**src/source/cacheConfigPkg.sv**
```systemverilog
package cacheConfigPkg;

	// word geometry
	localparam int wordBytes = 4;
	localparam int wordBits = 32;

	// line geometry
	localparam int blockWords = 4;
	localparam int blockBits = 128;

	// word address = tag | index | offset
	localparam int offsetBits = 2;
	localparam int indexBits = 4;
	localparam int tagBits = 6;
	localparam int addrBits = 12;
	localparam int blockAddrBits = 10;

	localparam int numSets = 2 ** indexBits;
	localparam int memBlocks = 2 ** blockAddrBits;

	// cycles from strobe rise to done pulse
	localparam int memLatency = 4;

	// xor pattern for memory that was never written
	localparam logic [wordBits-1:0] defaultMask = 32'hC0DE_0000;

	// contents of a never-written word, from its word address
	function automatic logic [wordBits-1:0] defaultWord(input logic [addrBits-1:0] wordAddr);
		return wordBits'(wordAddr) ^ defaultMask;
	endfunction

endpackage
```
**src/source/cacheBusPkg.sv**
```systemverilog
package cacheBusPkg;

	import cacheConfigPkg::*;

	// processor side, held steady while stall is high
	typedef struct packed {
		logic read;
		logic write;
		logic [addrBits-1:0] addr;
		logic [wordBytes-1:0] byteSelect;
		logic [wordBits-1:0] writeData;
	} cpuRequest;

	// read and write are levels held until the matching pulse
	typedef struct packed {
		logic read;
		logic write;
		logic [blockAddrBits-1:0] blockAddr;
		logic [blockBits-1:0] writeBlock;
	} memRequest;

	// readReady and writeDone are one-cycle pulses
	typedef struct packed {
		logic readReady;
		logic writeDone;
		logic [blockBits-1:0] readBlock;
	} memResponse;

	// controller commands to the array
	typedef struct packed {
		logic enable;
		logic wordWrite;
		logic fillWrite;
	} arrayControl;

endpackage

```
**src/source/dcacheArray.sv**
```systemverilog
`timescale 1ns/1ps

module dcacheArray import cacheConfigPkg::*, cacheBusPkg::*; (
	input logic clock,
	input logic reset,
	input cpuRequest request,
	input arrayControl arrayCtl,
	input logic writingBack,
	input logic [blockBits-1:0] fillBlock,
	output logic hit,
	output logic dirty,
	output logic [blockAddrBits-1:0] memBlockAddr,
	output logic [blockBits-1:0] victimBlock,
	output logic [wordBits-1:0] readData
);

	logic [tagBits-1:0] tagMem [numSets];
	logic [blockBits-1:0] dataMem [numSets];
	logic [numSets-1:0] validBits;
	logic [numSets-1:0] dirtyBits;

	logic [tagBits-1:0] reqTag;
	logic [indexBits-1:0] reqIndex;
	logic [offsetBits-1:0] reqOffset;
	logic [wordBits-1:0] currentWord;
	logic [wordBits-1:0] mergedWord;
	logic wordWriteEn;
	logic fillEn;

	// split the word address
	assign reqTag = request.addr[addrBits-1 -: tagBits];
	assign reqIndex = request.addr[offsetBits +: indexBits];
	assign reqOffset = request.addr[offsetBits-1:0];

	assign wordWriteEn = arrayCtl.enable && arrayCtl.wordWrite;
	assign fillEn = arrayCtl.enable && arrayCtl.fillWrite;

	// lookup on the indexed line
	assign hit = validBits[reqIndex] && (tagMem[reqIndex] == reqTag);
	assign dirty = validBits[reqIndex] && dirtyBits[reqIndex];

	assign victimBlock = dataMem[reqIndex];
	assign currentWord = dataMem[reqIndex][reqOffset*wordBits +: wordBits];
	assign readData = currentWord;

	// victim address while writing back, requested block otherwise
	always_comb begin
		if (writingBack) begin
			memBlockAddr = {tagMem[reqIndex], reqIndex};
		end else begin
			memBlockAddr = {reqTag, reqIndex};
		end
	end

	// byte merge of the store into the addressed word
	always_comb begin
		for (int b = 0; b < wordBytes; b++) begin
			if (request.byteSelect[b]) begin
				mergedWord[b*8 +: 8] = request.writeData[b*8 +: 8];
			end else begin
				mergedWord[b*8 +: 8] = currentWord[b*8 +: 8];
			end
		end
	end

	always_ff @(posedge clock) begin
		if (fillEn) begin
			dataMem[reqIndex] <= fillBlock;
			tagMem[reqIndex] <= reqTag;
		end else if (wordWriteEn) begin
			dataMem[reqIndex][reqOffset*wordBits +: wordBits] <= mergedWord;
		end
	end

	always_ff @(posedge clock or negedge reset) begin
		if (!reset) begin
			validBits <= '0;
			dirtyBits <= '0;
		end else if (fillEn) begin
			// fresh line from memory is clean
			validBits[reqIndex] <= 1'b1;
			dirtyBits[reqIndex] <= 1'b0;
		end else if (wordWriteEn) begin
			dirtyBits[reqIndex] <= 1'b1;
		end
	end

endmodule

```
**config.mk**
```make
export PLATFORM = sky130hd
export DESIGN_NAME = dcacheArray
export DESIGN_NICKNAME = d
export VERILOG_FILES = /design/src/source/cacheConfigPkg.sv /design/src/source/cacheBusPkg.sv /design/src/source/dcacheArray.sv
export SDC_FILE = /design/constraint.sdc
export NUM_CORES = 2
export LEC_CHECK = 0
export BUFFER_PORTS_ARGS = -buffer_cell sky130_fd_sc_hd__clkbuf_2
export CAP_MARGIN = 20
export CORE_UTILIZATION = 54
export CTS_CLUSTER_DIAMETER = 40
export CTS_CLUSTER_SIZE = 30
export DETAILED_ROUTE_END_ITERATION = 12
export HOLD_SLACK_MARGIN = 0.05
export PLACE_DENSITY = 0.68
export RECOVER_POWER = 50
export SYNTH_ARGS = -nofsm -noshare
export SYNTH_HDL_FRONTEND = slang
export SYNTH_SLANG_ARGS = --single-unit
```
**constraint.sdc**
```tcl
create_clock -name clock -period 3.8 [get_ports clock]
set_input_delay 0.19 -clock clock [delete_from_list [all_inputs] [get_ports clock]]
set_output_delay 0.19 -clock clock [all_outputs]
set_load 0.1 [all_outputs]
```
==> impl_results.md <==
* # clock sinks at around 2.2k
* Layout Nets at around 6.6k
* Ys Warns at 0
* Drt first pass iters at 8
* Post-route cell area at roughly 110000 sq um
* Post-route setup TNS at -1.37 ns
* Final worst slack at -0.0668 ns
* CTS tree: done
* Peak VDD IR at roughly 0.0006 V
* Setup violators final at 36
* Slew HR at -34.3%
* Worst Path Max Fanout at 27
* Remaining DRCs at 0
* Required time at the worst-slack endpoint at between 4 and 5 ns
* CP startpoint kind: input port
* Endpoints failing hold at 0
* R2R Setup Slk at between 0.2 and 0.3 ns
* #FFs+latches synth at about 2.2k
* Post-synthesis async set-or-reset flop share at 1.47%
* Antenna violations before repair at 22
* Clock root buffer: clkbuf_16
* Post-synth EDFFs at between 2k and 2.5k
* # IOs at approximately 360
* Most frequent cell after synthesis: edfxtp_1
* Crit path DAT at roughly 4.4 ns
* Clock slew at reported path FFs at about 0.05 ns
* Post-Synthesis Cells at approximately 5.4k
* Synth cell types at 67
* Lkg Pwr at 0.0402 uW
* Post-Route WL at 329000 microns
* Hold WS at 0.125 ns
* Clock Path Buffers at 4
* Initial Util at 54.6%
* Slew of the pin with the lowest slew margin at approximately 2.0 ns
* Core ar. at about 170000 sq um
* Die Span Y at around 400 microns
* Mapped Area at ~90000 sq um
* Failing checks: capacitance limit, slew limit, setup timing
* # rows at between 100 and 150
* Critical R2R Capture: dataMem[3][35]
* Wire per inst at roughly 37 microns
* Routed vias/inst at approximately 6.7
* Total gr overflow at 0
* Crit path kind: input port to register
* Largest cells by area after synthesis: edfxtp_1, mux4_2, mux2i_1
* RePlAce Congestion at 0.986
* Num CTS Buffers at 290
* Largest net degree at the start of global routing at 61
* Worst hold path class: input port to register
* Fmax at between 200 and 300 MHz
* R2r startpoint: dataMem[12][67]
* Vias at 59.3k
* Hold path startpoint: request[31]
* Pre-CTS setup slack at -0.0245 ns
* Power per Cell Area at around 550 nW/um^2
* Port bufs at around 350
* Pins over their slew limit at 345
* Dominant cell type by area after synthesis: edfxtp_1
* Synth top area share at 71.4%
* Synthesis-to-layout area growth at 25.1%
* Chip width at approximately 400 microns
* Crit share post-route at 102%
* Net Count, Synth at 5552
* Ys flop type: edfxtp_1
* DP Area at around 100000 sq um
* Number of global-route vias before repair at roughly 57k
* Skew final at between 0.04 and 0.05 ns
* Worst hold endpoint: dataMem[13][31]
* Hold path depth at 3
* Syn Area/Cell at about 17 sq um
* Post-synth top cells: edfxtp_1, nand2_1, mux2i_1, mux4_2, a22oi_1
* First-pass GRT wire length at ~450000 microns
* Detail Placement HPWL at between 200000 and 250000 microns
* Tot GR Track Use at around 39%
* Post-DRT Antenna Nets at 0
* Setup crit end kind: register
* Worst r2r path cells at 9
* RSZ-0062 raised after global routing: false
* DRT iter0 DRCs at roughly 9.0k
* Die area at 169000 sq um
* Htree depth at 5
* Max_cap viols at 13
* Post-synthesis sequential area ratio at between 70% and 80%
* Worst skew pair latency at between 0.9 and 1 ns
* Post-layout util at 68.3%
* Status: finished, violations left
* Crit path time final at roughly 3.9 ns
* Fraction of layout cells with a size suffix above 1 at between 20 and 30%
==> power by group <==
part	leakage (uW)	total, uW	internal (uW)	switching (uW)
sequential	0.0196	26900	26800	111
clock	0.00465	27100	16300	10800
combinational	0.0160	7830	2550	5280
==> layer usage <==
layer | vias up | wire length, microns | GRT usage (%)
li1 | 23680 | - | -
met4 | 18 | 24900 | 24.3
met1 | 29880 | 110000 | 49.7
met5 | - | 130 | 0
met2 | 4740 | 145000 | 57.5
met3 | 990 | 48600 | 13.4
==> cell usage in the layout (no fill, tap or decap), drive strengths merged, types with 8 or more instances in the layout <==
cell type	count
a21o	11
a21oi	75
a221o	32
a221oi	30
a222oi	19
a22o	28
a22oi	213
a31oi	120
and2	23
buf	686
bufinv	24
clkbuf	618
clkinv	83
clkinvlp	25
dfrtp	32
dlygate4sd3	152
edfxtp	2144
inv	65
mux2	41
mux2i	574
mux4	274
nand2	641
nand2b	68
nand3	90
nand4	16
nor2	204
nor3	34
o211ai	22
o21a	15
o21ai	113
o221ai	8
o22a	9
o41ai	88
or2	17
==> per-stage QoR <==
step / total power (uW) / instances
after global routing: 63100 / 8837
final: 61900 / 8843
after CTS: 61800 / 8818
after detailed placement: 35000 / 8169
after global placement: 34900 / 8164
after floorplan: 31300 / 5364
==> layout make-up <==
type	instances	area, sq um
diodes	7	17.5
flip-flops and latches	2176	65200
fillers	10705	52400
well taps	2189	2740
clock inverters	189	2090
multi-input cells	2818	24100
inverters	8	35.0
repair buffers	1143	11200
clock buffers	313	7530
==> worst max path at each step <==
| stage | startpoint | cells past startpoint | to |
|---|---|---|---|
| after floorplan | request[39] | 9 | victimBlock[85] |
| after global placement | request[39] | 9 | dataMem[7][79] |
| after detailed placement | request[38] | 10 | dataMem[4][31] |
| after CTS | dataMem[3][115] | 7 | readData[19] |
| after global routing | request[40] | 12 | readData[30] |
| final | request[40] | 8 | dataMem[8][6] |
==> state kept, by name (all words and copies together), names as in the netlist, named ones only <==
signal,count
tagMem,96
validBits,16
dataMem,2048
==> worst max-delay path, cell delays in order <==
cell and delay, ns:
dlygate4sd3_1 0.55, buf_6 0.21, buf_4 0.23, nor2b_4 0.44, clkbuf_1 0.49, nand2_1 0.43
nor2_1 0.93, clkbuf_4 0.82
==> cell families (layout without fill, tap and decap cells) <==
group                    count (synthesis)  after routing  share of synthesized area [%]
other                                    0              7                              0
flip-flops                            2176           2176                           72.2
adder cells (fa/ha/maj)                  4              4                         0.0555
multiplexers                           889            889                           13.7
buffers and inverters                  371           1653                           2.18
XOR/XNOR                                 4              4                         0.0388
AO/OA/AOI/OAI                          808            808                           6.45
AND/OR/NAND/NOR                       1112           1113                           5.32
==> repair_timing <==
item | in CTS | in global routing
pin swaps | 0 | 1
hold endpoints to repair | 2080 | 41
cloned | 0 | 1
endpoints found under the setup margin | 1 | 5
hold buffers | 147 | 6
gates resized for setup | 1 | 3
setup buffers | 0 | 1
(Power assumes the default switching activity.)
