<file path="src/source/cacheConfigPkg.sv">
package cacheConfigPkg;

	// word geometry
	localparam int wordBytes = 4;
	localparam int wordBits = 32;

	// line geometry
	localparam int blockWords = 4;
	localparam int blockBits = 128;

	// word address = tag | index | offset
	localparam int offsetBits = 2;
	localparam int indexBits = 4;
	localparam int tagBits = 6;
	localparam int addrBits = 12;
	localparam int blockAddrBits = 10;

	localparam int numSets = 2 ** indexBits;
	localparam int memBlocks = 2 ** blockAddrBits;

	// cycles from strobe rise to done pulse
	localparam int memLatency = 4;

	// xor pattern for memory that was never written
	localparam logic [wordBits-1:0] defaultMask = 32'hC0DE_0000;

	// contents of a never-written word, from its word address
	function automatic logic [wordBits-1:0] defaultWord(input logic [addrBits-1:0] wordAddr);
		return wordBits'(wordAddr) ^ defaultMask;
	endfunction

endpackage
</file>
<file path="src/source/cacheBusPkg.sv">
package cacheBusPkg;

	import cacheConfigPkg::*;

	// processor side, held steady while stall is high
	typedef struct packed {
		logic read;
		logic write;
		logic [addrBits-1:0] addr;
		logic [wordBytes-1:0] byteSelect;
		logic [wordBits-1:0] writeData;
	} cpuRequest;

	// read and write are levels held until the matching pulse
	typedef struct packed {
		logic read;
		logic write;
		logic [blockAddrBits-1:0] blockAddr;
		logic [blockBits-1:0] writeBlock;
	} memRequest;

	// readReady and writeDone are one-cycle pulses
	typedef struct packed {
		logic readReady;
		logic writeDone;
		logic [blockBits-1:0] readBlock;
	} memResponse;

	// controller commands to the array
	typedef struct packed {
		logic enable;
		logic wordWrite;
		logic fillWrite;
	} arrayControl;

endpackage

</file>
<file path="src/source/dcacheController.sv">
`timescale 1ns/1ps

module dcacheController import cacheBusPkg::*; (
	input logic clock,
	input logic reset,
	input cpuRequest request,
	input logic hit,
	input logic dirty,
	input memResponse response,
	output logic stall,
	output arrayControl arrayCtl,
	output logic memRead,
	output logic memWrite,
	output logic writingBack
);

	typedef enum logic [2:0] {
		IDLE,
		MISS,
		WRITEBACK,
		MEMREAD,
		FILL
	} cacheState;

	cacheState state;
	cacheState nextState;
	logic access;

	// read and write are never high together
	assign access = request.read | request.write;

	always_ff @(posedge clock or negedge reset) begin
		if (!reset) begin
			state <= IDLE;
		end else begin
			state <= nextState;
		end
	end

	always_comb begin
		nextState = state;
		case (state)
			IDLE: begin
				if (access && !hit) begin
					nextState = MISS;
				end
			end
			MISS: begin
				// victim must go out first if modified
				if (dirty) begin
					nextState = WRITEBACK;
				end else begin
					nextState = MEMREAD;
				end
			end
			WRITEBACK: begin
				if (response.writeDone) begin
					nextState = MEMREAD;
				end
			end
			MEMREAD: begin
				if (response.readReady) begin
					nextState = FILL;
				end
			end
			FILL: begin
				nextState = IDLE;
			end
			default: begin
				nextState = IDLE;
			end
		endcase
	end

	always_comb begin
		stall = 1'b0;
		arrayCtl = '0;
		memRead = 1'b0;
		memWrite = 1'b0;
		writingBack = 1'b0;
		case (state)
			IDLE: begin
				// stall in the same cycle as the miss
				stall = access && !hit;
				if (access && hit) begin
					arrayCtl.enable = 1'b1;
					arrayCtl.wordWrite = request.write;
				end
			end
			MISS: begin
				stall = 1'b1;
			end
			WRITEBACK: begin
				stall = 1'b1;
				memWrite = 1'b1;
				writingBack = 1'b1;
			end
			MEMREAD: begin
				stall = 1'b1;
				memRead = 1'b1;
			end
			FILL: begin
				stall = 1'b1;
				arrayCtl.enable = 1'b1;
				arrayCtl.fillWrite = 1'b1;
			end
			default: begin
				stall = 1'b0;
			end
		endcase
	end

endmodule

</file>
<file path="config.mk">
export PLATFORM = sky130hd
export DESIGN_NAME = dcacheController
export DESIGN_NICKNAME = d
export VERILOG_FILES = /design/src/source/cacheConfigPkg.sv /design/src/source/cacheBusPkg.sv /design/src/source/dcacheController.sv
export SDC_FILE = /design/constraint.sdc
export NUM_CORES = 1
export LEC_CHECK = 0
export BUFFER_PORTS_ARGS = -buffer_cell sky130_fd_sc_hd__buf_2
export CAP_MARGIN = 20
export CORE_AREA = 2 2 74 76
export CTS_BUF_LIST = sky130_fd_sc_hd__clkbuf_4 sky130_fd_sc_hd__clkbuf_8 sky130_fd_sc_hd__clkbuf_16
export DETAILED_ROUTE_END_ITERATION = 16
export DIE_AREA = 0 0 76 78
export PLACE_DENSITY = 0.54
export SYNTH_ARGS = -nofsm -noshare
export SYNTH_HDL_FRONTEND = slang
export SYNTH_SLANG_ARGS = --single-unit
</file>
<file path="constraint.sdc">
create_clock -name clock -period 1.1 [get_ports clock]
set_clock_uncertainty 0.1 [all_clocks]
set_input_delay 0.11 -clock clock [delete_from_list [all_inputs] [get_ports clock]]
set_output_delay 0.11 -clock clock [all_outputs]
set_load 0.02 [all_outputs]
</file>
==> impl_results.md, run 1 <==
* Status: finished with violations
* Failing checks: setup timing
* Slew Limit Headroom at around 77%
* Crit path setup slack, layout at -0.369 ns
* Max FO, Critical Path at 3
* Min-Delay Path Class: input port to register
* 1st-pass router iterations at 2
* Ratio of final minimum period to clock period at 134%
* Unique cell type count in the Yosys netlist at 19
* Switching pwr at about 0.7 mW
* Final core utilization at 12.8%
* Via count at 300
* Share of layout cells above drive strength 1 at between 80 and 90%
* Initial antenna violation count at 0
* Clock power share at about a fifth
* Share of power burned in registers at 12.1%
* Die Wd at 76 um
* Reg2Reg Depth at 4
* HPWL Detailed at just over 700 um
* Row count at 26
* Data required time at the worst endpoint at a little under 0.9 ns
* RSZ-0062 raised after global routing: true
* # fillers at about 580
* Sequential area share after synthesis at between 30% and 40%
* Crit end category: primary output
* Iter 0 DRT Violations at 17
* Inst Count DP at ~120
* WL final at 942 um
* Max reg flops at 3
* Final Instance Area at 646 sq um
* VDD IR-drop max at approximately 0.00058 V
* Crit path to: arrayCtl[1]
* # diodes at 0
* Cells after Synth at 27
* Total gr overflow at 0
* CTS Root Cell: clkbuf_8
* Final Non-Filler Cells at between 100 and 150
* Hold Vio Cnt, Final at 0
* Tmin final at 1.47 ns
* H-tree depth at 1
* Nets at between 200 and 250
* Post-Syn Area at 219 sq um
* Startpoint type of the worst setup path: register
* Vias per inst at approximately 2.4
* Combinational share of power at approximately 69%
* Reg clk slew, reported paths at ~0.03 ns
* Ys Warns at 0
* PwrDens at between 2000 and 3000 nW/um^2
* Syn-to-layout area delta at 195%
* # setup viols final at 9
* Setup CP Type: register to primary output
* Worst-margin pin slew at roughly 0.33 ns
* Synth Register Bits at 3
* Leading registers by flop count: state (3)
* Largest net degree at the start of global routing at 7
* CTS tree: built
* Vias in the first global route at 294
* Slew Limit Fails at 0
* Fmax at roughly 680 MHz
* First-pass GRT wire length at approximately 1.6 mm
* Post-DP Area at 469 sq um
* Area of the core at approximately 5000 sq um
* Worst-Skew Late Latency at 0.21 ns
* Initial core utilization at around 4.3%
* Num Clock Sinks at 3
* Die Y-Extent at slightly below 80 um
* PortBufs at 14
* Post-synthesis average cell area at roughly 8.1 sq um
* Die area at just under 6000 sq um
* GRT Total Usage at around 3.8%
* Num CTS Buffers at 3
* RR Endpoint: state[2]$_DFFE_PN0P_
* Routed len/inst at around 7.7 um
* Maxcap violations at 0
* IO Pins at ~190
* Clk buf depth at 2
* LEAKAGE at 0.247 nW
* Post-DRT Antenna Nets at 0
* GPL Wtd Cong at 0.661
* Sw Share at slightly below 40%
* Flop2flop setup slack at -0.12 ns
* Crit path from: state[1]$_DFFE_PN0P_
* Critical Path AT at around 1.3 ns
* Most flops, register: state
* Internal at ~1.1 mW
* Reg2Reg Launch Point: state[0]$_DFFE_PN0P_
* Syn nets at about 210
* DRC viols at 0
[how the worst min path moves through the flow]
stage                              from              endpoint  slack [ns]  cells past startpoint
after floorplan                   reset  state[0]$_DFFE_PN0P_       -0.29                      0
after global placement            reset  state[1]$_DFFE_PN0P_       -0.19                      1
after detailed placement          reset  state[1]$_DFFE_PN0P_       -0.19                      1
final                     response[129]  state[2]$_DFFE_PN0P_        0.07                      2
after global routing      response[129]  state[2]$_DFFE_PN0P_        0.09                      2
after CTS                 response[129]  state[2]$_DFFE_PN0P_        0.07                      2
[synthesized netlist by cell type]
master   instances  share of area [%]
nor2_1           1                1.7
nor3b_1          1                3.4
nor2b_1          1                2.9
nor3_2           2                9.1
inv_1            1                1.7
dfrtp_1          3                 34
o21ba_2          1                4.6
buf_2            1                2.3
and3_2           1                3.4
or2_0            1                2.9
o21ai_0          1                2.3
nand2_1          2                3.4
o22ai_1          2                5.7
a21oi_1          4                9.1
inv_2            1                1.7
nand3_1          1                2.3
buf_4            1                3.4
and2_1           1                2.9
and3_1           1                2.9
[final cells by class]
cell class | instances | area [sq um] | share of cell area [%]
Clock buffer | 4 | 48.8 | 7.56
Multi-Input combinational cell | 20 | 209 | 32.4
Tap cell | 70 | 87.6 | 13.6
Sequential cell | 3 | 77.6 | 12.0
Inverter | 2 | 7.51 | 1.16
Timing Repair Buffer | 24 | 215 | 33.3
[per-layer routing]
metal	wire, um	up-vias	track usage (%)
met1	496	135	4.83
met4	12	0	1.64
met3	114	2	3.60
met5	0	-	0
met2	319	16	4.11
li1	-	147	-
[cells in the final DEF (no fill, tap or decap), drive strengths merged]
cell / netlist / routed
a21oi: 4 / 4
and2: 1 / 1
and3: 2 / 2
buf: 2 / 23
clkbuf: 0 / 4
dfrtp: 3 / 3
dlygate4sd3: 0 / 1
inv: 2 / 2
nand2: 2 / 2
nand3: 1 / 1
nor2: 1 / 1
nor2b: 1 / 1
nor3: 2 / 2
nor3b: 1 / 1
o21ai: 1 / 1
o21ba: 1 / 1
o22ai: 2 / 2
or2: 1 / 1
[critical path: stages, from the launching register on]
cell and delay (ns):
dfrtp_1 0.37, or2_4 0.28, buf_6 0.14, nor3_4 0.12, buf_6 0.14
[kinds of logic after synthesis]
family	share of synthesized area [%]
AND/OR/NAND/NOR	34.9
AO/OA/AOI/OAI	21.7
buffers and inverters	9.14
flip-flops	34.3
[power by group through the flow]
| stage | registers, mW | logic [mW] | clock network [mW] |
|---|---|---|---|
| after floorplan | 0.258 | 0.532 | 0 |
| final | 0.219 | 1.25 | 0.340 |
| after global placement | 0.218 | 0.846 | 0 |
| after detailed placement | 0.221 | 0.850 | 0 |
| after CTS | 0.220 | 1.24 | 0.353 |
| after global routing | 0.228 | 1.34 | 0.371 |
[per-stage QoR]
step / setup WS (ns) / setup TNS (ns) / hold WS, ns / total power, mW
3_3_place_gp: -0.257 / -1.21 / -0.186 / 1.06
6_report: -0.369 / -2.27 / 0.0681 / 1.81
5_1_grt: -0.426 / -2.74 / 0.0857 / 1.94
2_1_floorplan: -0.112 / -0.695 / -0.286 / 0.790
3_5_place_dp: -0.273 / -1.29 / -0.188 / 1.07
4_1_cts: -0.390 / -2.50 / 0.0663 / 1.81
[what timing repair did]
item	in CTS	in global routing
hold buffers	1	0
gates resized for setup	25	4
hold endpoints to repair	3	0
pin swaps	6	2
buffers inserted	6	1
setup endpoints to repair	10	10
(Power assumes the default switching activity.)
==> inputs of run 2 (changes only) <==
ABC_AREA = 1   (was unset)
CORE_AREA = 2 2 73 75   (was 2 2 74 76)
DIE_AREA = 0 0 75 77   (was 0 0 76 78)
PLACE_DENSITY = 0.56   (was 0.54)
==> run 2 against run 1 <==
Highest routed layer unchanged. Sequential share of layout area shrank 0.22 points. Critical path depth increased by 2. The run still ends with setup timing left. Die area shrank 2.6%. Utilization increased by 0.19 points. Synthesized area up 17%. Cell count up 8.9%. Hold slack improved by 0.029 ns. Fmax rose by 8.0%. Register-to-register slack improved by 0.05 ns. Global-route usage rose by 0.24 points. Cell area up 0.19%.
==> impl_results.md, run 2 <==
* Slew Limit Fails at 0 (unchanged)
* Row count at 26 (unchanged)
* Ys Warns at 0 (unchanged)
* Slew Limit Headroom at 78.6% (was 77.5%)
* Crit path setup slack, layout at -0.259 ns (was -0.369 ns)
* Sw Share at 43.6% (was 38.6%)
* Routed len/inst at 7.37 um (was 7.66 um)
* CTS Root Cell: clkbuf_8 (unchanged)
* Number of flops mapped to enable cells by yosys at 0 (unchanged)
* Post-synthesis average cell area at 6.90 sq um (was 8.11 sq um)
* Fmax at 736 MHz (was 681 MHz)
* Largest net degree at the start of global routing at 6 (was 7)
* GRT Total Usage at 4.05% (was 3.81%)
* Synth cell count leaders: 6 x inv_1, 6 x nor2_1, 5 x nand2_1 (was 4 x a21oi_1, 3 x dfrtp_1, 2 x nand2_1, 2 x nor3_2, 2 x o22ai_1)
* Worst-Skew Late Latency at 0.22 ns (was 0.21 ns)
* Data required time at the worst endpoint at 0.89 ns (about the same)
* Ys flop type: dfrtp_1 (unchanged)
* Status: finished with violations (unchanged)
* Combinational share of power at 71.2% (was 69.0%)
* Min-Delay Path Class: input port to register (unchanged)
* RSZ-0062 raised after global routing: true (unchanged)
* Total gr overflow at 0 (unchanged)
* DRC viols at 0 (unchanged)
* Area of the multi-input gates at 213 sq um (was 209 sq um)
* Failing checks: setup timing (unchanged)
* Post-synth ARST share at 100% (unchanged)
* Num CTS Buffers at 3 (unchanged)
* Share of layout cells above drive strength 1 at 73.4% (was 81.1%)
* IO Pins at 191 (unchanged)
* Setup TNS at -1.73 ns (was -2.27 ns)
* LEAKAGE at 0.296 nW (was 0.247 nW)
* Clk buf depth at 2 (unchanged)
* H-tree depth at 1 (unchanged)
* WL final at 988 um (was 942 um)
* Most common cell after layout, fill and taps aside: buf_6 (unchanged)
* Die area at 5780 sq um (was 5930 sq um)
* Unique cell type count in the Yosys netlist at 17 (was 19)
* Max FO, Critical Path at 2 (was 3)
* First-pass GRT wire length at 1.66 mm (was 1.58 mm)
* Max reg flops at 3 (unchanged)
* Total power at 2.03 mW (was 1.81 mW)
* Worst-margin pin slew at 0.317 ns (was 0.334 ns)
* Hold Vio Cnt, Final at 0 (unchanged)
* # setup viols final at 10 (was 9)
* Slowest stage delay, CP at 0.39 ns (was 0.37 ns)
* Die Y-Extent at 77 um (was 78 um)
* Area of the core at 4980 sq um (was 5040 sq um)
* Leading registers by flop count: state (3) (unchanged)
* Clock power share at 17.2% (was 18.8%)
* Die Wd at 75 um (was 76 um)
* Tmin final at 1.36 ns (was 1.47 ns)
* Maxcap violations at 0 (unchanged)
* Top cell type by total area after synthesis: dfrtp_1 (unchanged)
* CTS tree: built (unchanged)
* Synth top area share at 29.4% (was 34.3%)
* Critical Path AT at 1.15 ns (was 1.26 ns)
* 1st-pass router iterations at 5 (was 2)
* Synth Register Bits at 3 (unchanged)
* # diodes at 0 (unchanged)
* Reg clk slew, reported paths at 0.03 ns (about the same)
* Crit end category: primary output (unchanged)
* Initial antenna violation count at 0 (unchanged)
* CP max stage cell: dfrtp_1 (unchanged)
* Startpoint type of the worst setup path: register (unchanged)
* Most flops, register: state (unchanged)
* Syn-to-layout area delta at 153% (was 195%)
* Vias per inst at 2.53 (was 2.44)
* HPWL Detailed at 759 um (was 710 um)
* Switching pwr at 0.885 mW (was 0.698 mW)
* Cells after Synth at 37 (was 27)
* Nets at 249 (was 238)
* Num Clock Sinks at 3 (unchanged)
* Crit path cell chain: inv_2 -> nand2_4 -> nor2_4 -> nand2_2 -> o21a_2 -> buf_6 (was or2_4 -> buf_6 -> nor3_4 -> buf_6)
* Ratio of final minimum period to clock period at 124% (was 134%)
* # fillers at 563 (was 575)
* Initial core utilization at 5.13% (was 4.34%)
* Setup CP Type: register to primary output (unchanged)
* Most frequent cells in the layout: 9 x buf_6, 7 x buf_2, 7 x buf_4, 4 x nand2_1 (was 10 x buf_6, 7 x buf_2, 5 x buf_4, 3 x a21oi_4, 3 x clkbuf_8)
* PwrDens at 3140 nW/um^2 (was 2800 nW/um^2)
* Post-Syn Area at 255 sq um (was 219 sq um)
* VDD IR-drop max at 0.000638 V (was 0.000578 V)
* Share of power burned in registers at 11.6% (was 12.1%)
* GPL Wtd Cong at 0.720 (was 0.661)
* Synth top area cells: dfrtp_1 29%, nand2_2 9.8%, inv_1 8.8% (was dfrtp_1 34%, a21oi_1 9.1%, nor3_2 9.1%)
* Hold slack at 0.0971 ns (was 0.0681 ns)
* Iter 0 DRT Violations at 10 (was 17)
* Post-DRT Antenna Nets at 0 (unchanged)
* Internal at 1.15 mW (was 1.11 mW)
* PortBufs at 14 (unchanged)
* Via count at 339 (was 300)
* Syn nets at 221 (was 211)
* Sequential area share after synthesis at 29.4% (was 34.3%)
* Vias in the first global route at 380 (was 294)
* FF+latch area at 76.3 sq um (was 77.6 sq um)
run 2: cell count changes in the layout (fill, tap and decap cells not counted), sizes merged, moves of 2 or more:
cell | previous run | this run
a21oi | 4 | 1
inv | 2 | 6
nand2 | 2 | 9
nand3 | 1 | 3
nor2 | 1 | 7
o22ai | 2 | 0
run 2: routing by layer:
metal  GRT usage (%)  vias to the layer above  routed length, um
li1                -                      171                  -
met1            3.94                      157                371
met2            6.49                        9                557
met3            1.31                        2                 38
met4            3.75                        0                 21
met5               0                        -                  0
run 2: power by group through the flow:
| stage | Sequential [mW] | Combinational (mW) | Clock [mW] |
|---|---|---|---|
| 3_5_place_dp | 0.223 | 1.05 | 0 |
| 6_report | 0.235 | 1.45 | 0.350 |
| 4_1_cts | 0.229 | 1.35 | 0.357 |
| 5_1_grt | 0.245 | 1.58 | 0.372 |
| 2_1_floorplan | 0.256 | 0.633 | 0 |
| 3_3_place_gp | 0.221 | 1.05 | 0 |
run 2: path summary, 6_finish.rpt:
kind	from	endpoint	slack (ns)	cells after the start
worst min-delay path	response[129]	state[0]$_DFFE_PN0P_	0.1	4
worst max-delay path	state[0]$_DFFE_PN0P_	stall	-0.26	6
max in group asynchronous	reset	state[2]$_DFFE_PN0P_	0.66	2
worst max register to register	state[0]$_DFFE_PN0P_	state[1]$_DFFE_PN0P_	-0.07	6
min in group asynchronous	reset	state[2]$_DFFE_PN0P_	0.13	2
worst min register to register	state[1]$_DFFE_PN0P_	state[1]$_DFFE_PN0P_	0.53	3
run 2: area by class of cell:
type / count / share of cell area [%]
tap: 70 / 13.5
multi-input combinational: 27 / 32.9
inverter: 6 / 3.48
timing repair buffer: 24 / 30.8
clock buffer: 4 / 7.54
sequential: 3 / 11.8
run 2: metrics by stage:
step           util, %  instances  worst slack [ns]  area (sq um)
2_1_floorplan        -         37           -0.0706           272
3_3_place_gp      9.53        127           -0.0946           474
3_5_place_dp      9.53        127           -0.0951           474
4_1_cts           12.3        133            -0.276           613
5_1_grt           13.0        134            -0.329           647
6_report          13.0        134            -0.259           647
run 2: cell families after synthesis:
family | synth area share [%]
compound gates | 13.2
buf+inv | 11.8
simple gates | 45.6
flops | 29.4
run 2: critical path, delay by kind of cell (launching register included):
family,cells,cell delay (ns)
compound gates,1,0.12
simple gates,3,0.21
flops,1,0.39
buf+inv,2,0.22
run 2: timing repair:
| item | in CTS | in global routing |
|---|---|---|
| gates cloned | 0 | 0 |
| pin swaps | 4 | 3 |
| setup buffers | 1 | 1 |
| gates resized for setup | 23 | 7 |
| setup endpoints to repair | 10 | 10 |
| hold endpoints to repair | 3 | 0 |
| hold buffers | 1 | 0 |
